### config.mk
export PLATFORM = sky130hd
export DESIGN_NAME = evt_overlap_tracker
export DESIGN_NICKNAME = d
export VERILOG_FILES = /design/src/rtl/fifo16ch_pkg.sv /design/src/rtl/evt_overlap_tracker.sv
export VERILOG_INCLUDE_DIRS = /design/src /design/src/include
export SDC_FILE = /design/constraint.sdc
export NUM_CORES = 1
export LEC_CHECK = 0
export BUFFER_PORTS_ARGS = -buffer_cell sky130_fd_sc_hd__buf_2
export CORE_MARGIN = 8
export CORE_UTILIZATION = 41
export CTS_CLUSTER_DIAMETER = 50
export DETAILED_ROUTE_END_ITERATION = 8
export SKIP_CTS_REPAIR_TIMING = 1
export SLEW_MARGIN = 20
export SYNTH_ARGS = -nofsm -noshare
export SYNTH_HDL_FRONTEND = slang
export SYNTH_SLANG_ARGS = --single-unit
### constraint.sdc
create_clock -name WRCLK -period 6 [get_ports WRCLK]
set_input_delay 0.3 -clock WRCLK [delete_from_list [all_inputs] [get_ports WRCLK]]
set_output_delay 0.3 -clock WRCLK [all_outputs]
set_load 0.01 [all_outputs]
### src/include/fifo16ch_params.svh
`ifndef FIFO16CH_PARAMS_SVH
`define FIFO16CH_PARAMS_SVH

// Channel and group geometry
`define FIFO16_CH              16
`define FIFO16_GROUPS          6
`define FIFO16_CH_W            12

// Samples per event minus one, and the event pipe behind it
`define FIFO16_SMP_W           7
`define FIFO16_PIPE_LEN        128

// Counter widths
`define FIFO16_L1A_CNT_W       24
`define FIFO16_MTCH_CNT_W      12
`define FIFO16_OVLP_CNT_W      4

// FIFO depths as powers of two
`define FIFO16_CH_DEPTH_LOG2   10
`define FIFO16_HDR_DEPTH_LOG2  8

`endif
### src/rtl/fifo16ch_pkg.sv
`include "fifo16ch_params.svh"

package fifo16ch_pkg;

	typedef logic [`FIFO16_CH_W-1:0] chan_word_t;

	typedef chan_word_t [`FIFO16_CH-1:0] grp_word_t;   // Channel 0 in low bits

	////////////////////////////////////////////////////////////
	// Per-sample header, 45 bits
	////////////////////////////////////////////////////////////
	typedef struct packed {
		logic                          evt_end;      // Last sample of an event
		logic                          multi_ovlp;
		logic                          ovrlap;
		logic                          l1a_phase;
		logic                          l1a_match;
		logic [`FIFO16_OVLP_CNT_W-1:0] ovrlp_cnt;
		logic [`FIFO16_MTCH_CNT_W-1:0] l1amcnt;
		logic [`FIFO16_L1A_CNT_W-1:0]  l1acnt;
	} smp_hdr_t;

	////////////////////////////////////////////////////////////
	// Trigger state shared by the overlap and load blocks
	////////////////////////////////////////////////////////////
	typedef struct packed {
		logic                          smp_tick;     // Falling phase of sample clock
		logic                          evt_start;
		logic                          oinc;         // Overlap increment request
		logic                          l1a_match_d2;
		logic                          l1a_phase_r1;
		logic [`FIFO16_L1A_CNT_W-1:0]  l1acnt_r1;
		logic [`FIFO16_MTCH_CNT_W-1:0] l1amcnt_r1;
	} trig_state_t;

endpackage

### src/rtl/evt_overlap_tracker.sv
`timescale 1ns/1ps
`include "fifo16ch_params.svh"

module evt_overlap_tracker (
	input  logic                          WRCLK,
	input  fifo16ch_pkg::trig_state_t     trig_i,
	input  logic                          run_i,
	input  logic [`FIFO16_SMP_W-1:0]      samp_max_i,
	output logic                          evt_end_o,
	output logic                          ovrlap_o,
	output logic                          multi_ovlp_o,
	output logic [`FIFO16_OVLP_CNT_W-1:0] ovrlp_cnt_o
);

	logic [`FIFO16_PIPE_LEN-2:0]   evt_pipe;
	logic [`FIFO16_PIPE_LEN-1:0]   evt_taps;
	logic [`FIFO16_OVLP_CNT_W-1:0] ovrlp_cnt;
	logic                          odec;

	////////////////////////////////////////////////////////////
	// Event pipe, one stage per sample tick
	////////////////////////////////////////////////////////////
	assign evt_taps  = {evt_pipe, trig_i.evt_start};   // Tap 0 is the start tick itself
	assign evt_end_o = evt_taps[samp_max_i];

	always_ff @(posedge WRCLK) begin
		if (!run_i)
			evt_pipe <= '0;
		else if (trig_i.smp_tick)
			evt_pipe <= evt_taps[`FIFO16_PIPE_LEN-2:0];
	end

	////////////////////////////////////////////////////////////
	// Overlap counter
	////////////////////////////////////////////////////////////
	assign odec = evt_end_o & (ovrlap_o | trig_i.oinc);

	always_ff @(posedge WRCLK) begin
		if (!run_i) begin
			ovrlp_cnt <= '0;
		end else if (trig_i.smp_tick) begin
			case ({trig_i.oinc, odec})
				2'b10:   ovrlp_cnt <= ovrlp_cnt + 1'b1;
				2'b01:   ovrlp_cnt <= ovrlp_cnt - 1'b1;
				default: ovrlp_cnt <= ovrlp_cnt;   // Start and end cancel
			endcase
		end
	end

	assign ovrlap_o     = (ovrlp_cnt > 0);
	assign multi_ovlp_o = (ovrlp_cnt > 1);
	assign ovrlp_cnt_o  = ovrlp_cnt;

endmodule

==> impl_metrics.json <==
{
  "whs_ns": 0.169,
  "setup_ws_ns": 2.56,
  "leakagePower_nw": 2.80,
  "final_nets": 607,
  "wl_per_cell_um": 15.3,
  "fp.dieH_um": 139,
  "final_common_cell": "mux2i_1",
  "min_period_ns": 3.44,
  "viasPerCell": 5.09,
  "max_clock_freq_mhz": 290,
  "overflow": 0,
  "core_area_um2": 15000,
  "hold_viol_final": 0,
  "clock_skew_ns": 0.00507,
  "status": "completed",
  "drive_above_1_share": 0.117,
  "antenna_left": 0,
  "cts_made_buffers": 17,
  "die_area_um2": 19400,
  "initialDrtViolationCount": 190,
  "clk-insertion-delay-late_ns": 0.41,
  "min_period_over_period": 0.574,
  "crit_chain": "buf_2, mux4_2, mux2_2, nand2_1, o211ai_1, a32oi_1, a31oi_1, ha_1, nor2b_1, o21ai_0, xnor2_1, and2_1",
  "port_buffers": 18,
  "slowest_stage": "buf_2",
  "initial_utilization": 0.414,
  "clk_pin_slew_worst_paths_ns": 0.05,
  "setup-tns-final_ns": 0,
  "vias": 3824,
  "synth_seq_cells": 131,
  "drc": 0,
  "path_max_fanout": 34,
  "clkSinkCount": 131,
  "worst_slew_pin_slew_ns": 1.04,
  "syn_area_per_cell_um2": 11.3,
  "grt_max_degree": 110,
  "critPathArrivalTime_ns": 3.75,
  "syn-cell-area_um2": 6220,
  "antenna_found_initial": 0,
  "startpoint_type": "input pin",
  "yosysUniqueCellTypes": 40,
  "clockBufferDepth": 2,
  "final_cell_mix": "mux2i_1 (154), dfxtp_1 (131), nor2b_1 (129)",
  "pre_cts_slack_ns": 2.11,
  "cts_tree": "built",
  "drt_first_pass_iters": 4,
  "dieWidth_um": 139,
  "rsz0062_at_grt": "no",
  "wl_mm": 11.5,
  "n_fill_cell": 1356,
  "setup.worst_path.end_class": "flop",
  "rows": 45,
  "ios": 57,
  "cpLargestDelayFamily": "multiplexers",
  "crit_type": "input pin to flop",
  "yosysWarningCount": 0,
  "slowest_delay_ns": 0.77,
  "ys_seq_area_frac": 0.422,
  "syn_nets": 607,
  "slew_headroom": 0.307,
  "first_global_vias": 3876,
  "cap_violations": 0,
  "htreeDepth": 4,
  "finalSetupViolCount": 0,
  "final_max_slew_viol_count": 0,
  "crit_buf_inv": 1,
  "required_ns": 6.30,
  "power_density_nw_per_um2": 287,
  "vdd_ir_drop_max_uv": 199,
  "dp_hpwl_mm": 7.19,
  "syn_inst": 552,
  "grt_first_pass_wirelength_mm": 19.5,
  "hold_path_class": "input pin to flop",
  "final_util": 0.460,
  "insertedDiodeCount": 0,
  "cts-root-buf": "clkbuf_16",
  "area_growth_pct": 11.3,
  "gp_congestion": 0.754,
  "grtUsageTotal": 0.125
}
layer usage:
metal,GRT usage,part of all wire
met3,0.0389,0.025
met2,0.191,0.46
met1,0.162,0.51
met4,0.0479,0.011
met5,0,0
metrics by stage:
stage                     instances  area, um2  power (mW)
after floorplan                 552       6220        1.01
after global placement          721       6370        1.04
after detailed placement        721       6370        1.04
after CTS                       752       6920        2.01
after global routing            752       6920        2.06
final                           752       6920        1.98
layout make-up:
cell class	instances	area (um2)	share of cell area
multi-input cells	377	3380	0.488
well taps	188	235	0.0340
clock inverters	5	50.0	0.00723
inverters	4	15.0	0.00217
clock buffers	26	499	0.0721
repair buffers	21	119	0.0172
flip-flops and latches	131	2620	0.379
power breakdown:
| group | internal [mW] | switching [mW] |
|---|---|---|
| Sequential | 0.874 | 0.00389 |
| Clock | 0.609 | 0.354 |
| Combinational | 0.0655 | 0.0780 |
| Total | 1.55 | 0.436 |
worst register-to-register path, delay by kind of cell (launching register included):
| kind | cells | cell delay (ns) |
|---|---|---|
| AO/OA/AOI/OAI | 4 | 0.78 |
| XOR/XNOR | 1 | 0.15 |
| flip-flops | 1 | 0.32 |
| multiplexers | 2 | 0.74 |
| AND/OR/NAND/NOR | 3 | 0.56 |
| adder cells (fa/ha/maj) | 1 | 0.28 |
registers in the layout (all words and copies together), names as in the netlist:
register,cells
evt_pipe,127
ovrlp_cnt_o,4
path summary, 6_finish.rpt:
path                               from                     endpoint  slack (ns)  cells after the start
max                       samp_max_i[1]  ovrlp_cnt_o[3]$_SDFFE_PN0P_        2.56                     12
min                          trig_i[39]     evt_pipe[0]$_SDFFE_PN0P_        0.17                      3
max reg2reg   evt_pipe[62]$_SDFFE_PN0P_  ovrlp_cnt_o[3]$_SDFFE_PN0P_        3.05                     11
min reg2reg  evt_pipe[126]$_SDFFE_PN0P_   evt_pipe[126]$_SDFFE_PN0P_        0.52                      2
cell usage after synthesis, drive strengths merged:
master,count,share of area
buf,23,0.021
mux4,22,0.085
nand3b,1,0.0012
and2,5,0.0054
and2b,1,0.0012
nor2b,129,0.13
a32oi,1,0.0014
a211o,2,0.0028
clkinv,1,0.00060
nand2,9,0.0054
dfxtp,131,0.42
o211ai,1,0.0012
clkbuf,17,0.011
ha,5,0.010
nand3,7,0.0064
nor4,2,0.0020
mux2i,154,0.25
nor4b,4,0.0056
nand2b,2,0.0020
inv,3,0.0018
o21ai,2,0.0016
mux2,2,0.0036
a22oi,6,0.0072
a311o,1,0.0016
nor3,1,0.00080
a31oi,3,0.0030
nor2,5,0.0030
o211a,1,0.0016
a2111oi,1,0.0024
a22o,1,0.0014
nand4,2,0.0020
xnor2,4,0.0056
a21oi,3,0.0024
logic make-up after synthesis:
group,count (synthesis),synth area share
AOI/OAI and AO/OA,22,0.0268
xor gates and xnor gates,4,0.00563
DFF,131,0.422
adders and majority gates,5,0.0101
buffers and inverters,44,0.0346
muxes,178,0.336
and+or+nand+nor,168,0.165
Note: power is estimated with default switching activity, not from simulation.
