==> src/include/fifo16ch_params.svh <==
`ifndef FIFO16CH_PARAMS_SVH
`define FIFO16CH_PARAMS_SVH

// Channel and group geometry
`define FIFO16_CH              16
`define FIFO16_GROUPS          6
`define FIFO16_CH_W            12

// Samples per event minus one, and the event pipe behind it
`define FIFO16_SMP_W           7
`define FIFO16_PIPE_LEN        128

// Counter widths
`define FIFO16_L1A_CNT_W       24
`define FIFO16_MTCH_CNT_W      12
`define FIFO16_OVLP_CNT_W      4

// FIFO depths as powers of two
`define FIFO16_CH_DEPTH_LOG2   10
`define FIFO16_HDR_DEPTH_LOG2  8

`endif
==> src/rtl/fifo16ch_pkg.sv <==
`include "fifo16ch_params.svh"

package fifo16ch_pkg;

	typedef logic [`FIFO16_CH_W-1:0] chan_word_t;

	typedef chan_word_t [`FIFO16_CH-1:0] grp_word_t;   // Channel 0 in low bits

	////////////////////////////////////////////////////////////
	// Per-sample header, 45 bits
	////////////////////////////////////////////////////////////
	typedef struct packed {
		logic                          evt_end;      // Last sample of an event
		logic                          multi_ovlp;
		logic                          ovrlap;
		logic                          l1a_phase;
		logic                          l1a_match;
		logic [`FIFO16_OVLP_CNT_W-1:0] ovrlp_cnt;
		logic [`FIFO16_MTCH_CNT_W-1:0] l1amcnt;
		logic [`FIFO16_L1A_CNT_W-1:0]  l1acnt;
	} smp_hdr_t;

	////////////////////////////////////////////////////////////
	// Trigger state shared by the overlap and load blocks
	////////////////////////////////////////////////////////////
	typedef struct packed {
		logic                          smp_tick;     // Falling phase of sample clock
		logic                          evt_start;
		logic                          oinc;         // Overlap increment request
		logic                          l1a_match_d2;
		logic                          l1a_phase_r1;
		logic [`FIFO16_L1A_CNT_W-1:0]  l1acnt_r1;
		logic [`FIFO16_MTCH_CNT_W-1:0] l1amcnt_r1;
	} trig_state_t;

endpackage

==> src/rtl/fifo_load_fsm.sv <==
`timescale 1ns/1ps
`include "fifo16ch_params.svh"

module fifo_load_fsm (
	input  logic                      WRCLK,
	input  logic                      RST_RESYNC,
	input  fifo16ch_pkg::trig_state_t trig_i,
	input  logic [`FIFO16_SMP_W-1:0]  samp_max_i,
	output logic                      run_o,
	output logic                      wren_o,
	output logic [2:0]                sel_o
);

	localparam logic [2:0] LAST_SEL = 3'(`FIFO16_GROUPS - 1);

	logic [`FIFO16_SMP_W:0] smp_cnt;
	logic [`FIFO16_SMP_W:0] smp_cnt_nxt;
	logic [2:0]             sel_q;
	logic                   wren_q;

	// Remaining samples, reloaded by every new event
	always_comb begin
		smp_cnt_nxt = smp_cnt;
		if (trig_i.smp_tick) begin
			if (trig_i.evt_start)
				smp_cnt_nxt = {1'b0, samp_max_i} + 1'b1;
			else if (smp_cnt != '0)
				smp_cnt_nxt = smp_cnt - 1'b1;
		end
	end

	assign run_o = (smp_cnt_nxt != '0);   // Covers the start tick

	always_ff @(posedge WRCLK) begin
		if (RST_RESYNC) begin
			smp_cnt <= '0;
			sel_q   <= '0;
			wren_q  <= 1'b0;
		end else begin
			smp_cnt <= smp_cnt_nxt;
			if (trig_i.smp_tick && run_o) begin
				sel_q  <= '0;                // New sample, group 1 first
				wren_q <= 1'b1;
			end else if (wren_q) begin
				if (sel_q == LAST_SEL)
					wren_q <= 1'b0;          // Hold sel until next tick
				else
					sel_q <= sel_q + 1'b1;
			end
		end
	end

	assign wren_o = wren_q;
	assign sel_o  = sel_q;

endmodule

==> config.mk <==
export PLATFORM = sky130hd
export DESIGN_NAME = fifo_load_fsm
export DESIGN_NICKNAME = d
export VERILOG_FILES = /design/src/rtl/fifo16ch_pkg.sv /design/src/rtl/fifo_load_fsm.sv
export VERILOG_INCLUDE_DIRS = /design/src /design/src/include
export SDC_FILE = /design/constraint.sdc
export NUM_CORES = 1
export LEC_CHECK = 0
export ABC_AREA = 1
export ABC_CLOCK_PERIOD_IN_PS = 1800
export BUFFER_PORTS_ARGS = -buffer_cell sky130_fd_sc_hd__buf_2
export CAP_MARGIN = 20
export CORE_MARGIN = 10
export CORE_UTILIZATION = 44
export CTS_CLUSTER_SIZE = 14
export DETAILED_ROUTE_END_ITERATION = 12
export GPL_TIMING_DRIVEN = 1
export PLACE_DENSITY_LB_ADDON = 0.12
export SLEW_MARGIN = 10
export SYNTH_ARGS = -nofsm -noshare
export SYNTH_HDL_FRONTEND = slang
export SYNTH_SLANG_ARGS = --single-unit
==> constraint.sdc <==
create_clock -name WRCLK -period 1.8 [get_ports WRCLK]
set_input_delay 0.09 -clock WRCLK [delete_from_list [all_inputs] [get_ports WRCLK]]
set_output_delay 0.09 -clock WRCLK [all_outputs]
set_load 0.005 [all_outputs]
==> impl_metrics.json <==
{
  "status": "completed",
  "finalHoldViolations": 0,
  "cts_buffers": 3,
  "clk_latency_ns": 0.26,
  "yosysTopAreaCellShare": 0.236,
  "dp_hpwl_um": 1880,
  "ys_types": 22,
  "skew_ns": 0.00383,
  "cts.sinks": 12,
  "netlist_area_um2": 1020,
  "drive_gt1_frac": 0.378,
  "power_mw": 0.780,
  "grt_pass1_wl_um": 3900,
  "path_clk_slew_ns": 0.06,
  "fin_nets": 245,
  "power_density_nw_per_um2": 619,
  "drc_errors": 0,
  "initial_core_util": 0.460,
  "die_w_um": 68.1,
  "max_freq_mhz": 579,
  "area_delta_synth_final_pct": 23.8,
  "leakagePower_nw": 0.655,
  "wl_per_cell_um": 10.8,
  "reg2reg_slack_ns": 0.14,
  "min_path_type": "in2reg",
  "seqPwrFrac": 0.395,
  "yosysWarnings": 0,
  "slew_viol_final": 0,
  "root_buffer": "clkbuf_4",
  "p_sw_mw": 0.289,
  "drv_cap": 0,
  "drt-total-wl_um": 2340,
  "ys_seq_elements": 12,
  "drtIter0Drc": 23,
  "grt_max_degree": 11,
  "antenna_found_initial": 0,
  "synth_sequential_area_ratio": 0.236,
  "netSwitchingFraction": 0.370,
  "critPathRequiredTime_ns": 1.71,
  "num_antenna_cells": 0,
  "fp.dieH_um": 68.1,
  "worstPathMaxFanout": 6,
  "cts_buffer_depth": 2,
  "via_count": 1027,
  "num_rows": 17,
  "synth_cells": 167,
  "core_um2": 2210,
  "ir_worst_vdd_uv": 561,
  "internal-power_mw": 0.492,
  "port-buffer-count": 15,
  "setup_ws_ns": 0.0729,
  "postSynthAreaPerCell_um2": 6.10,
  "yosysTopAreaCell": "dfxtp_1",
  "postLayoutCoreUtil": 0.570,
  "pwr-share-comb": 0.406,
  "pre_cts_slack_ns": 0.155,
  "grtUsageTotal": 0.106,
  "ant_nets": 0,
  "cts_tree": "built",
  "synthTopCellsByArea": "dfxtp_1 (24%), nand2_1 (20%), nor2_1 (8.1%)",
  "tightestPinTransition_ns": 0.237,
  "fin_area_um2": 1260,
  "postPlaceCellArea_um2": 1120,
  "syn_nets": 222,
  "setup_viol": 0,
  "setup_tns_ns": 0,
  "gp_routability_congestion": 0.837,
  "crit_arrival_ns": 1.64,
  "grt_pass1_vias": 890,
  "cts-htree-levels": 1,
  "period_minus_slack_ns": 1.73,
  "min_period_over_period": 0.959,
  "critPathLaunchType": "register",
  "cts_hold_buf": 0,
  "critical_path.endpoint_type": "primary output",
  "pwr-share-clk": 0.199,
  "die_area_um2": 4640,
  "vias_per_cell": 4.75,
  "gr-total-overflow": 0,
  "first_pass_iters": 4,
  "boundaryPins": 55,
  "critPathKind": "reg2out",
  "slew_headroom": 0.842,
  "rsz0062_at_grt": "yes"
}
==> metrics by stage <==
stage,instances,hold WS [ns]
final,216,0.109
after global routing,216,0.117
after CTS,213,0.107
after detailed placement,209,0.396
after global placement,209,0.384
after floorplan,167,0.356
==> worst paths after layout <==
path / to / depth (start not counted) / startpoint
worst max-delay path: run_o / 12 / smp_cnt[1]$_SDFF_PP0_
worst max register to register: sel_o[2]$_SDFFE_PP0P_ / 15 / smp_cnt[1]$_SDFF_PP0_
worst min-delay path: smp_cnt[0]$_SDFF_PP0_ / 2 / RST_RESYNC
worst min register to register: sel_o[1]$_SDFFE_PP0P_ / 2 / sel_o[1]$_SDFFE_PP0P_
==> logic make-up (layout without fill, tap and decap cells) <==
family | count (synthesis) | after routing | share of synthesized area
AND/OR/NAND/NOR | 116 | 116 | 0.534
XOR/XNOR | 3 | 3 | 0.0258
AO/OA/AOI/OAI | 7 | 7 | 0.0430
flip-flops | 12 | 12 | 0.236
buffers and inverters | 24 | 45 | 0.0995
adder cells (fa/ha/maj) | 5 | 5 | 0.0614
==> worst max-delay path, cell delays in order, from the launching register on <==
cell and delay [ns]:
dfxtp_2 0.34, inv_4 0.08, ha_4 0.14, nand2_4 0.05
nor2_2 0.12, nor2_4 0.08, nand2_1 0.07, nand3_1 0.07
nand2_1 0.09, nand2_2 0.07, nor2_2 0.09, nand2_2 0.07
buf_6 0.11
==> power groups by stage <==
stage          combinational, mW  clock [mW]  sequential, mW
2_1_floorplan              0.204           0           0.307
3_3_place_gp               0.258           0           0.310
3_5_place_dp               0.262           0           0.310
4_1_cts                    0.271       0.161           0.305
5_1_grt                    0.357       0.176           0.311
6_report                   0.317       0.155           0.308
==> flip-flops by register name (all words and copies together) (netlist names) <==
register,cells
smp_cnt,8
sel_o,3
wren_o,1
==> cell usage after synthesis <==
cell      number
nand2_2       13
inv_2          2
ha_1           5
xnor2_1        1
buf_1          1
o21ai_2        1
nor2_4         3
nand4_1        2
nand3_1       14
o21bai_1       2
nor2_1        22
dfxtp_1       12
nor2_2         4
a21oi_1        3
buf_6          1
buf_4          1
nand2_1       54
o21ai_0        1
inv_1         19
nand3_2        3
xor2_1         2
or2_0          1
==> per-layer routing <==
| metal | global-route usage | vias up | share of wire |
|---|---|---|---|
| li1 | - | 553 | - |
| met1 | 0.140 | 466 | 0.47 |
| met2 | 0.170 | 8 | 0.50 |
| met3 | 0.0343 | 0 | 0.027 |
| met4 | 0.00754 | 0 | 0 |
| met5 | 0 | - | 0 |
==> cells in the final DEF (no fill, tap or decap), drive strengths merged <==
cell type	n
o21ai	2
xnor2	1
xor2	2
nor2	29
o21bai	2
dfxtp	12
nand4	2
buf	21
inv	21
a21oi	3
nand3	17
nand2	67
or2	1
ha	5
clkbuf	3
==> what timing repair did <==
| item | in CTS | in global routing |
|---|---|---|
| endpoints found under the setup margin | 1 | 1 |
| setup buffers | 1 | 3 |
| resized for setup | 5 | 23 |
| pin swaps | 6 | 13 |
==> final cells by class <==
cell class	instances	area (µm²)
Timing Repair Buffer	21	126
Fill cell	246	951
Inverter	21	83.8
Multi-Input combinational cell	131	749
Clock buffer	3	22.5
Tap cell	28	35.0
Sequential cell	12	244
(Power assumes the default switching activity.)
