**src/include/fifo16ch_params.svh**
```systemverilog
`ifndef FIFO16CH_PARAMS_SVH
`define FIFO16CH_PARAMS_SVH

// Channel and group geometry
`define FIFO16_CH              16
`define FIFO16_GROUPS          6
`define FIFO16_CH_W            12

// Samples per event minus one, and the event pipe behind it
`define FIFO16_SMP_W           7
`define FIFO16_PIPE_LEN        128

// Counter widths
`define FIFO16_L1A_CNT_W       24
`define FIFO16_MTCH_CNT_W      12
`define FIFO16_OVLP_CNT_W      4

// FIFO depths as powers of two
`define FIFO16_CH_DEPTH_LOG2   10
`define FIFO16_HDR_DEPTH_LOG2  8

`endif
```
**src/rtl/fifo16ch_pkg.sv**
```systemverilog
`include "fifo16ch_params.svh"

package fifo16ch_pkg;

	typedef logic [`FIFO16_CH_W-1:0] chan_word_t;

	typedef chan_word_t [`FIFO16_CH-1:0] grp_word_t;   // Channel 0 in low bits

	////////////////////////////////////////////////////////////
	// Per-sample header, 45 bits
	////////////////////////////////////////////////////////////
	typedef struct packed {
		logic                          evt_end;      // Last sample of an event
		logic                          multi_ovlp;
		logic                          ovrlap;
		logic                          l1a_phase;
		logic                          l1a_match;
		logic [`FIFO16_OVLP_CNT_W-1:0] ovrlp_cnt;
		logic [`FIFO16_MTCH_CNT_W-1:0] l1amcnt;
		logic [`FIFO16_L1A_CNT_W-1:0]  l1acnt;
	} smp_hdr_t;

	////////////////////////////////////////////////////////////
	// Trigger state shared by the overlap and load blocks
	////////////////////////////////////////////////////////////
	typedef struct packed {
		logic                          smp_tick;     // Falling phase of sample clock
		logic                          evt_start;
		logic                          oinc;         // Overlap increment request
		logic                          l1a_match_d2;
		logic                          l1a_phase_r1;
		logic [`FIFO16_L1A_CNT_W-1:0]  l1acnt_r1;
		logic [`FIFO16_MTCH_CNT_W-1:0] l1amcnt_r1;
	} trig_state_t;

endpackage

```
**src/rtl/l1a_trig_ctrl.sv**
```systemverilog
`timescale 1ns/1ps
`include "fifo16ch_params.svh"

module l1a_trig_ctrl (
	input  logic                          WRCLK,
	input  logic                          RST_RESYNC,
	input  logic                          l1a_i,
	input  logic                          l1a_match_i,
	input  logic                          smp_clk_i,
	input  logic                          run_i,
	output fifo16ch_pkg::trig_state_t     trig_o,
	output logic [`FIFO16_L1A_CNT_W-1:0]  l1a_cnt_o,
	output logic [`FIFO16_MTCH_CNT_W-1:0] l1a_mtch_cnt_o
);

	logic [`FIFO16_L1A_CNT_W-1:0]  l1acnt;
	logic [`FIFO16_L1A_CNT_W-1:0]  l1acnt_r1;
	logic [`FIFO16_MTCH_CNT_W-1:0] l1amcnt;
	logic [`FIFO16_MTCH_CNT_W-1:0] l1amcnt_r1;
	logic                          l1a_match_d1;
	logic                          l1a_match_d2;
	logic                          l1a_phase;
	logic                          l1a_phase_r1;
	logic                          smpclk_d1;
	logic                          smpclk_d2;
	logic                          smpclk_d3;
	logic                          run_d1;
	logic                          new_l1a;
	logic                          new_l1a_d1;
	logic                          stretch_l1a;
	logic                          smp_tick;

	////////////////////////////////////////////////////////////
	// Trigger and match counters
	////////////////////////////////////////////////////////////
	always_ff @(posedge WRCLK) begin
		if (RST_RESYNC) begin
			l1acnt  <= '0;
			l1amcnt <= '0;
		end else begin
			if (l1a_i)
				l1acnt <= l1acnt + 1'b1;
			if (l1a_match_i)
				l1amcnt <= l1amcnt + 1'b1;
		end
	end

	// Sample clock chain, match delays and run history
	always_ff @(posedge WRCLK) begin
		if (RST_RESYNC) begin
			smpclk_d1    <= 1'b0;
			smpclk_d2    <= 1'b0;
			smpclk_d3    <= 1'b0;
			l1a_match_d1 <= 1'b0;
			l1a_match_d2 <= 1'b0;
			new_l1a_d1   <= 1'b0;
			run_d1       <= 1'b0;
		end else begin
			smpclk_d1    <= smp_clk_i;
			smpclk_d2    <= smpclk_d1;
			smpclk_d3    <= smpclk_d2;
			l1a_match_d1 <= l1a_match_i;
			l1a_match_d2 <= l1a_match_d1;
			new_l1a_d1   <= new_l1a;
			run_d1       <= run_i;       // Run level before this cycle's tick
		end
	end

	always_ff @(posedge WRCLK) begin
		if (RST_RESYNC) begin
			l1a_phase    <= 1'b0;
			l1a_phase_r1 <= 1'b0;
		end else begin
			if (l1a_match_i)
				l1a_phase <= ~smp_clk_i;     // Match landed in low half
			l1a_phase_r1 <= l1a_phase;
		end
		l1acnt_r1  <= l1acnt;
		l1amcnt_r1 <= l1amcnt;
	end

	assign smp_tick    = smpclk_d3 & ~smpclk_d2;
	assign stretch_l1a = l1a_match_i | l1a_match_d1;
	assign new_l1a     = l1a_match_i & run_d1;

	always_comb begin
		trig_o.smp_tick     = smp_tick;
		trig_o.evt_start    = stretch_l1a & smp_tick;
		trig_o.oinc         = new_l1a | new_l1a_d1 | (l1a_match_i & l1a_match_d1);
		trig_o.l1a_match_d2 = l1a_match_d2;
		trig_o.l1a_phase_r1 = l1a_phase_r1;
		trig_o.l1acnt_r1    = l1acnt_r1;
		trig_o.l1amcnt_r1   = l1amcnt_r1;
	end

	assign l1a_cnt_o      = l1acnt;
	assign l1a_mtch_cnt_o = l1amcnt;

endmodule

```
**config.mk**
```make
export PLATFORM = sky130hd
export DESIGN_NAME = l1a_trig_ctrl
export DESIGN_NICKNAME = d
export VERILOG_FILES = /design/src/rtl/fifo16ch_pkg.sv /design/src/rtl/l1a_trig_ctrl.sv
export VERILOG_INCLUDE_DIRS = /design/src /design/src/include
export SDC_FILE = /design/constraint.sdc
export NUM_CORES = 1
export LEC_CHECK = 0
export BUFFER_PORTS_ARGS = -buffer_cell sky130_fd_sc_hd__clkbuf_2
export CORE_MARGIN = 3
export CORE_UTILIZATION = 41
export DETAILED_ROUTE_END_ITERATION = 8
export PLACE_DENSITY_LB_ADDON = 0.2
export SLEW_MARGIN = 10
export SYNTH_ARGS = -nofsm -noshare
export SYNTH_HDL_FRONTEND = slang
export SYNTH_SLANG_ARGS = --single-unit
```
**constraint.sdc**
```tcl
create_clock -name WRCLK -period 1.9 [get_ports WRCLK]
set_input_delay 0.19 -clock WRCLK [delete_from_list [all_inputs] [get_ports WRCLK]]
set_output_delay 0.19 -clock WRCLK [all_outputs]
set_load 0.03 [all_outputs]
```
==> results.ini <==
[floorplanning]
die_y_um=85.5
num_rows=28
die_area_sq_um=7300
initial_utilization_pct=43.0
coreArea_sq_um=6030
io_pins=83
fp.dieW_um=85.5

[placement]
place_area_sq_um=3180
dp_hpwl_um=3620
dpl.cell_count=403
post-place-ws_ns=0.0361
portBuffers=82
gp_congestion=0.776

[global_routing]
grt_pass1_vias=1801
antenna_found_initial=0
grt_max_degree=34
grtUsageTotal_pct=14.8
grt-ovfl-total=0
grt_pass1_wl_um=8600

[clocking]
clk_latency_ns=0.34
clock_path_buffers=2
clk_pin_slew_ns=0.08
clock_tree.root_cell=clkbuf_8
cts.sinks=81
hold_buffers=0
htree_levels=3
cts_tree=built
cts_setup_buffers=0
cts_resized=0
cts_buffers=9

[logic_synthesis]
synth_top_area_share_pct=62.6
synth_cell_types=30
postSynthCellCount=245
synth_largest_area_cell=dfxtp_1
yosysSeqAreaShare_pct=62.6
synth.net_count=253
avgSynthCellArea_sq_um=10.6
synth_area_leaders=dfxtp_1 (63%), xnor2_1 (4.4%), nor2_1 (3.3%), a21oi_1 (2.7%), or3_1 (2.4%)
ys_ff_latch=81
ys_warn_count=0
synth_area_sq_um=2590

[sta]
hold_viol_final=0
finalCritPeriodShare_pct=95.5
period_minus_slack_ns=1.82
worst_pin_slew_ns=0.712
fin_worst_skew_ns=0.0107
slew_viol_final=0
fmax_mhz=551
setup_violations=0
setup_tns_ns=0
timing.final.ws_setup_ns=0.0846
max_slew_margin_pct=52.5
hold_ws_ns=0.0507

[pwr]
p_leak_nw=1.43
power_mw=3.21
peakVddDrop_mv=0.500
p_per_area_nw_per_um2=937

[route]
drc=0
wl_um=5240
final_antenna_net_count=0
firstDrtPassIters=4
route.detailed.wl_per_inst_um=12.5
vias=2026
drt_iter0_markers=84
via_per_inst=4.84

[finish]
n_fill_cell=577
final_cell_mix=clkbuf_2 (82), dfxtp_1 (68), nor2_1 (23)
nNetsFinal=347
stdcell_area_sq_um=3420
final_common_cell=clkbuf_2
utilization_pct=56.8
num_antenna_cells=0
final_cells=419
drive_gt1_share_pct=38.1
synthToLayoutAreaGrowth_pct=32.2

[critical_path]
crit_top_cell=or4_4
cp.arrival_ns=2.08
path_cells=nand4_4, or4_4, or4_4, a21oi_2
path_class=reg -> reg
r2r_setup_slack_ns=0.08
endpoint_kind=register
start_kind=register
critPathMaxFanout=5
cp_slowest_stage_delay_ns=0.58
slowest_stage=or4_4
required_ns=2.16

[run_status]
status=completed

[run]
cap_violations=0

[worst_hold_path]
hold_class=in -> reg

[power by group]
part	total [mW]	switching [mW]	internal, mW
clock network	1.34	0.565	0.776
registers	1.74	0.0215	1.72
logic	0.129	0.0882	0.0411
[final cells by class]
cell class	instances	area [sq um]	share of cell area (%)
inverter	4	15.0	0.439
clock buffer	13	149	4.35
multi-input combinational	147	930	27.2
timing repair buffer	96	515	15.1
sequential	81	1660	48.4
clock inverter	3	65.1	1.90
tap	75	93.8	2.74
[critical path, delay by kind of cell, from the launching register on]
| family | cells | cell delay [ns] |
|---|---|---|
| AOI/OAI and AO/OA | 1 | 0.13 |
| DFF | 1 | 0.38 |
| and+or+nand+nor | 3 | 1.23 |
[per-layer routing]
layer | wire length [um] | up-vias | track usage, %
li1 | - | 1031 | -
met3 | 322 | 8 | 3.88
met1 | 2560 | 931 | 20.9
met5 | 0 | - | 0
met2 | 2290 | 56 | 20.5
met4 | 76 | 0 | 8.20
[final timing paths]
path,startpoint,to,depth (start not counted)
setup / recovery,l1a_cnt_o[4],l1a_cnt_o[20],4
hold / removal,smp_clk_i,l1a_phase,2
setup reg to reg,l1a_cnt_o[4],l1a_cnt_o[20],4
hold reg to reg,l1a_mtch_cnt_o[11],l1amcnt_r1[11],0
[cells in the mapped netlist, drive strengths merged]
| master | n |
|---|---|
| xnor2 | 13 |
| nor4 | 3 |
| dfxtp | 81 |
| or2 | 1 |
| nand2b | 1 |
| ha | 2 |
| xor2 | 7 |
| nor3 | 3 |
| nand4 | 9 |
| o21a | 1 |
| and3 | 1 |
| or3 | 10 |
| nor2b | 8 |
| a211oi | 1 |
| a21oi | 14 |
| nor3b | 2 |
| nand3 | 11 |
| and2 | 2 |
| o21ai | 11 |
| mux2i | 2 |
| buf | 5 |
| o31ai | 4 |
| or4 | 6 |
| inv | 4 |
| nor2 | 23 |
| clkbuf | 8 |
| nand2 | 10 |
| and4 | 2 |
[sequential cells by signal (all words and copies together), names as in the netlist]
| name | flops |
|---|---|
| l1a_match_d2 | 1 |
| run_d1 | 1 |
| new_l1a_d1 | 1 |
| l1amcnt_r1 | 12 |
| smpclk_d3 | 1 |
| l1a_phase_r1 | 1 |
| l1a_match_d1 | 1 |
| l1a_phase | 1 |
| l1a_cnt_o | 24 |
| smpclk_d2 | 1 |
| l1a_mtch_cnt_o | 12 |
| smpclk_d1 | 1 |
| l1acnt_r1 | 24 |
[kinds of logic after synthesis]
| kind of cell | share of synthesized area, % |
|---|---|
| compound gates | 6.57 |
| xor+xnor | 6.77 |
| fa+ha+maj | 0.966 |
| buf+inv | 3.09 |
| flops | 62.6 |
| mux | 0.773 |
| simple gates | 19.2 |
(Power assumes the default switching activity.)
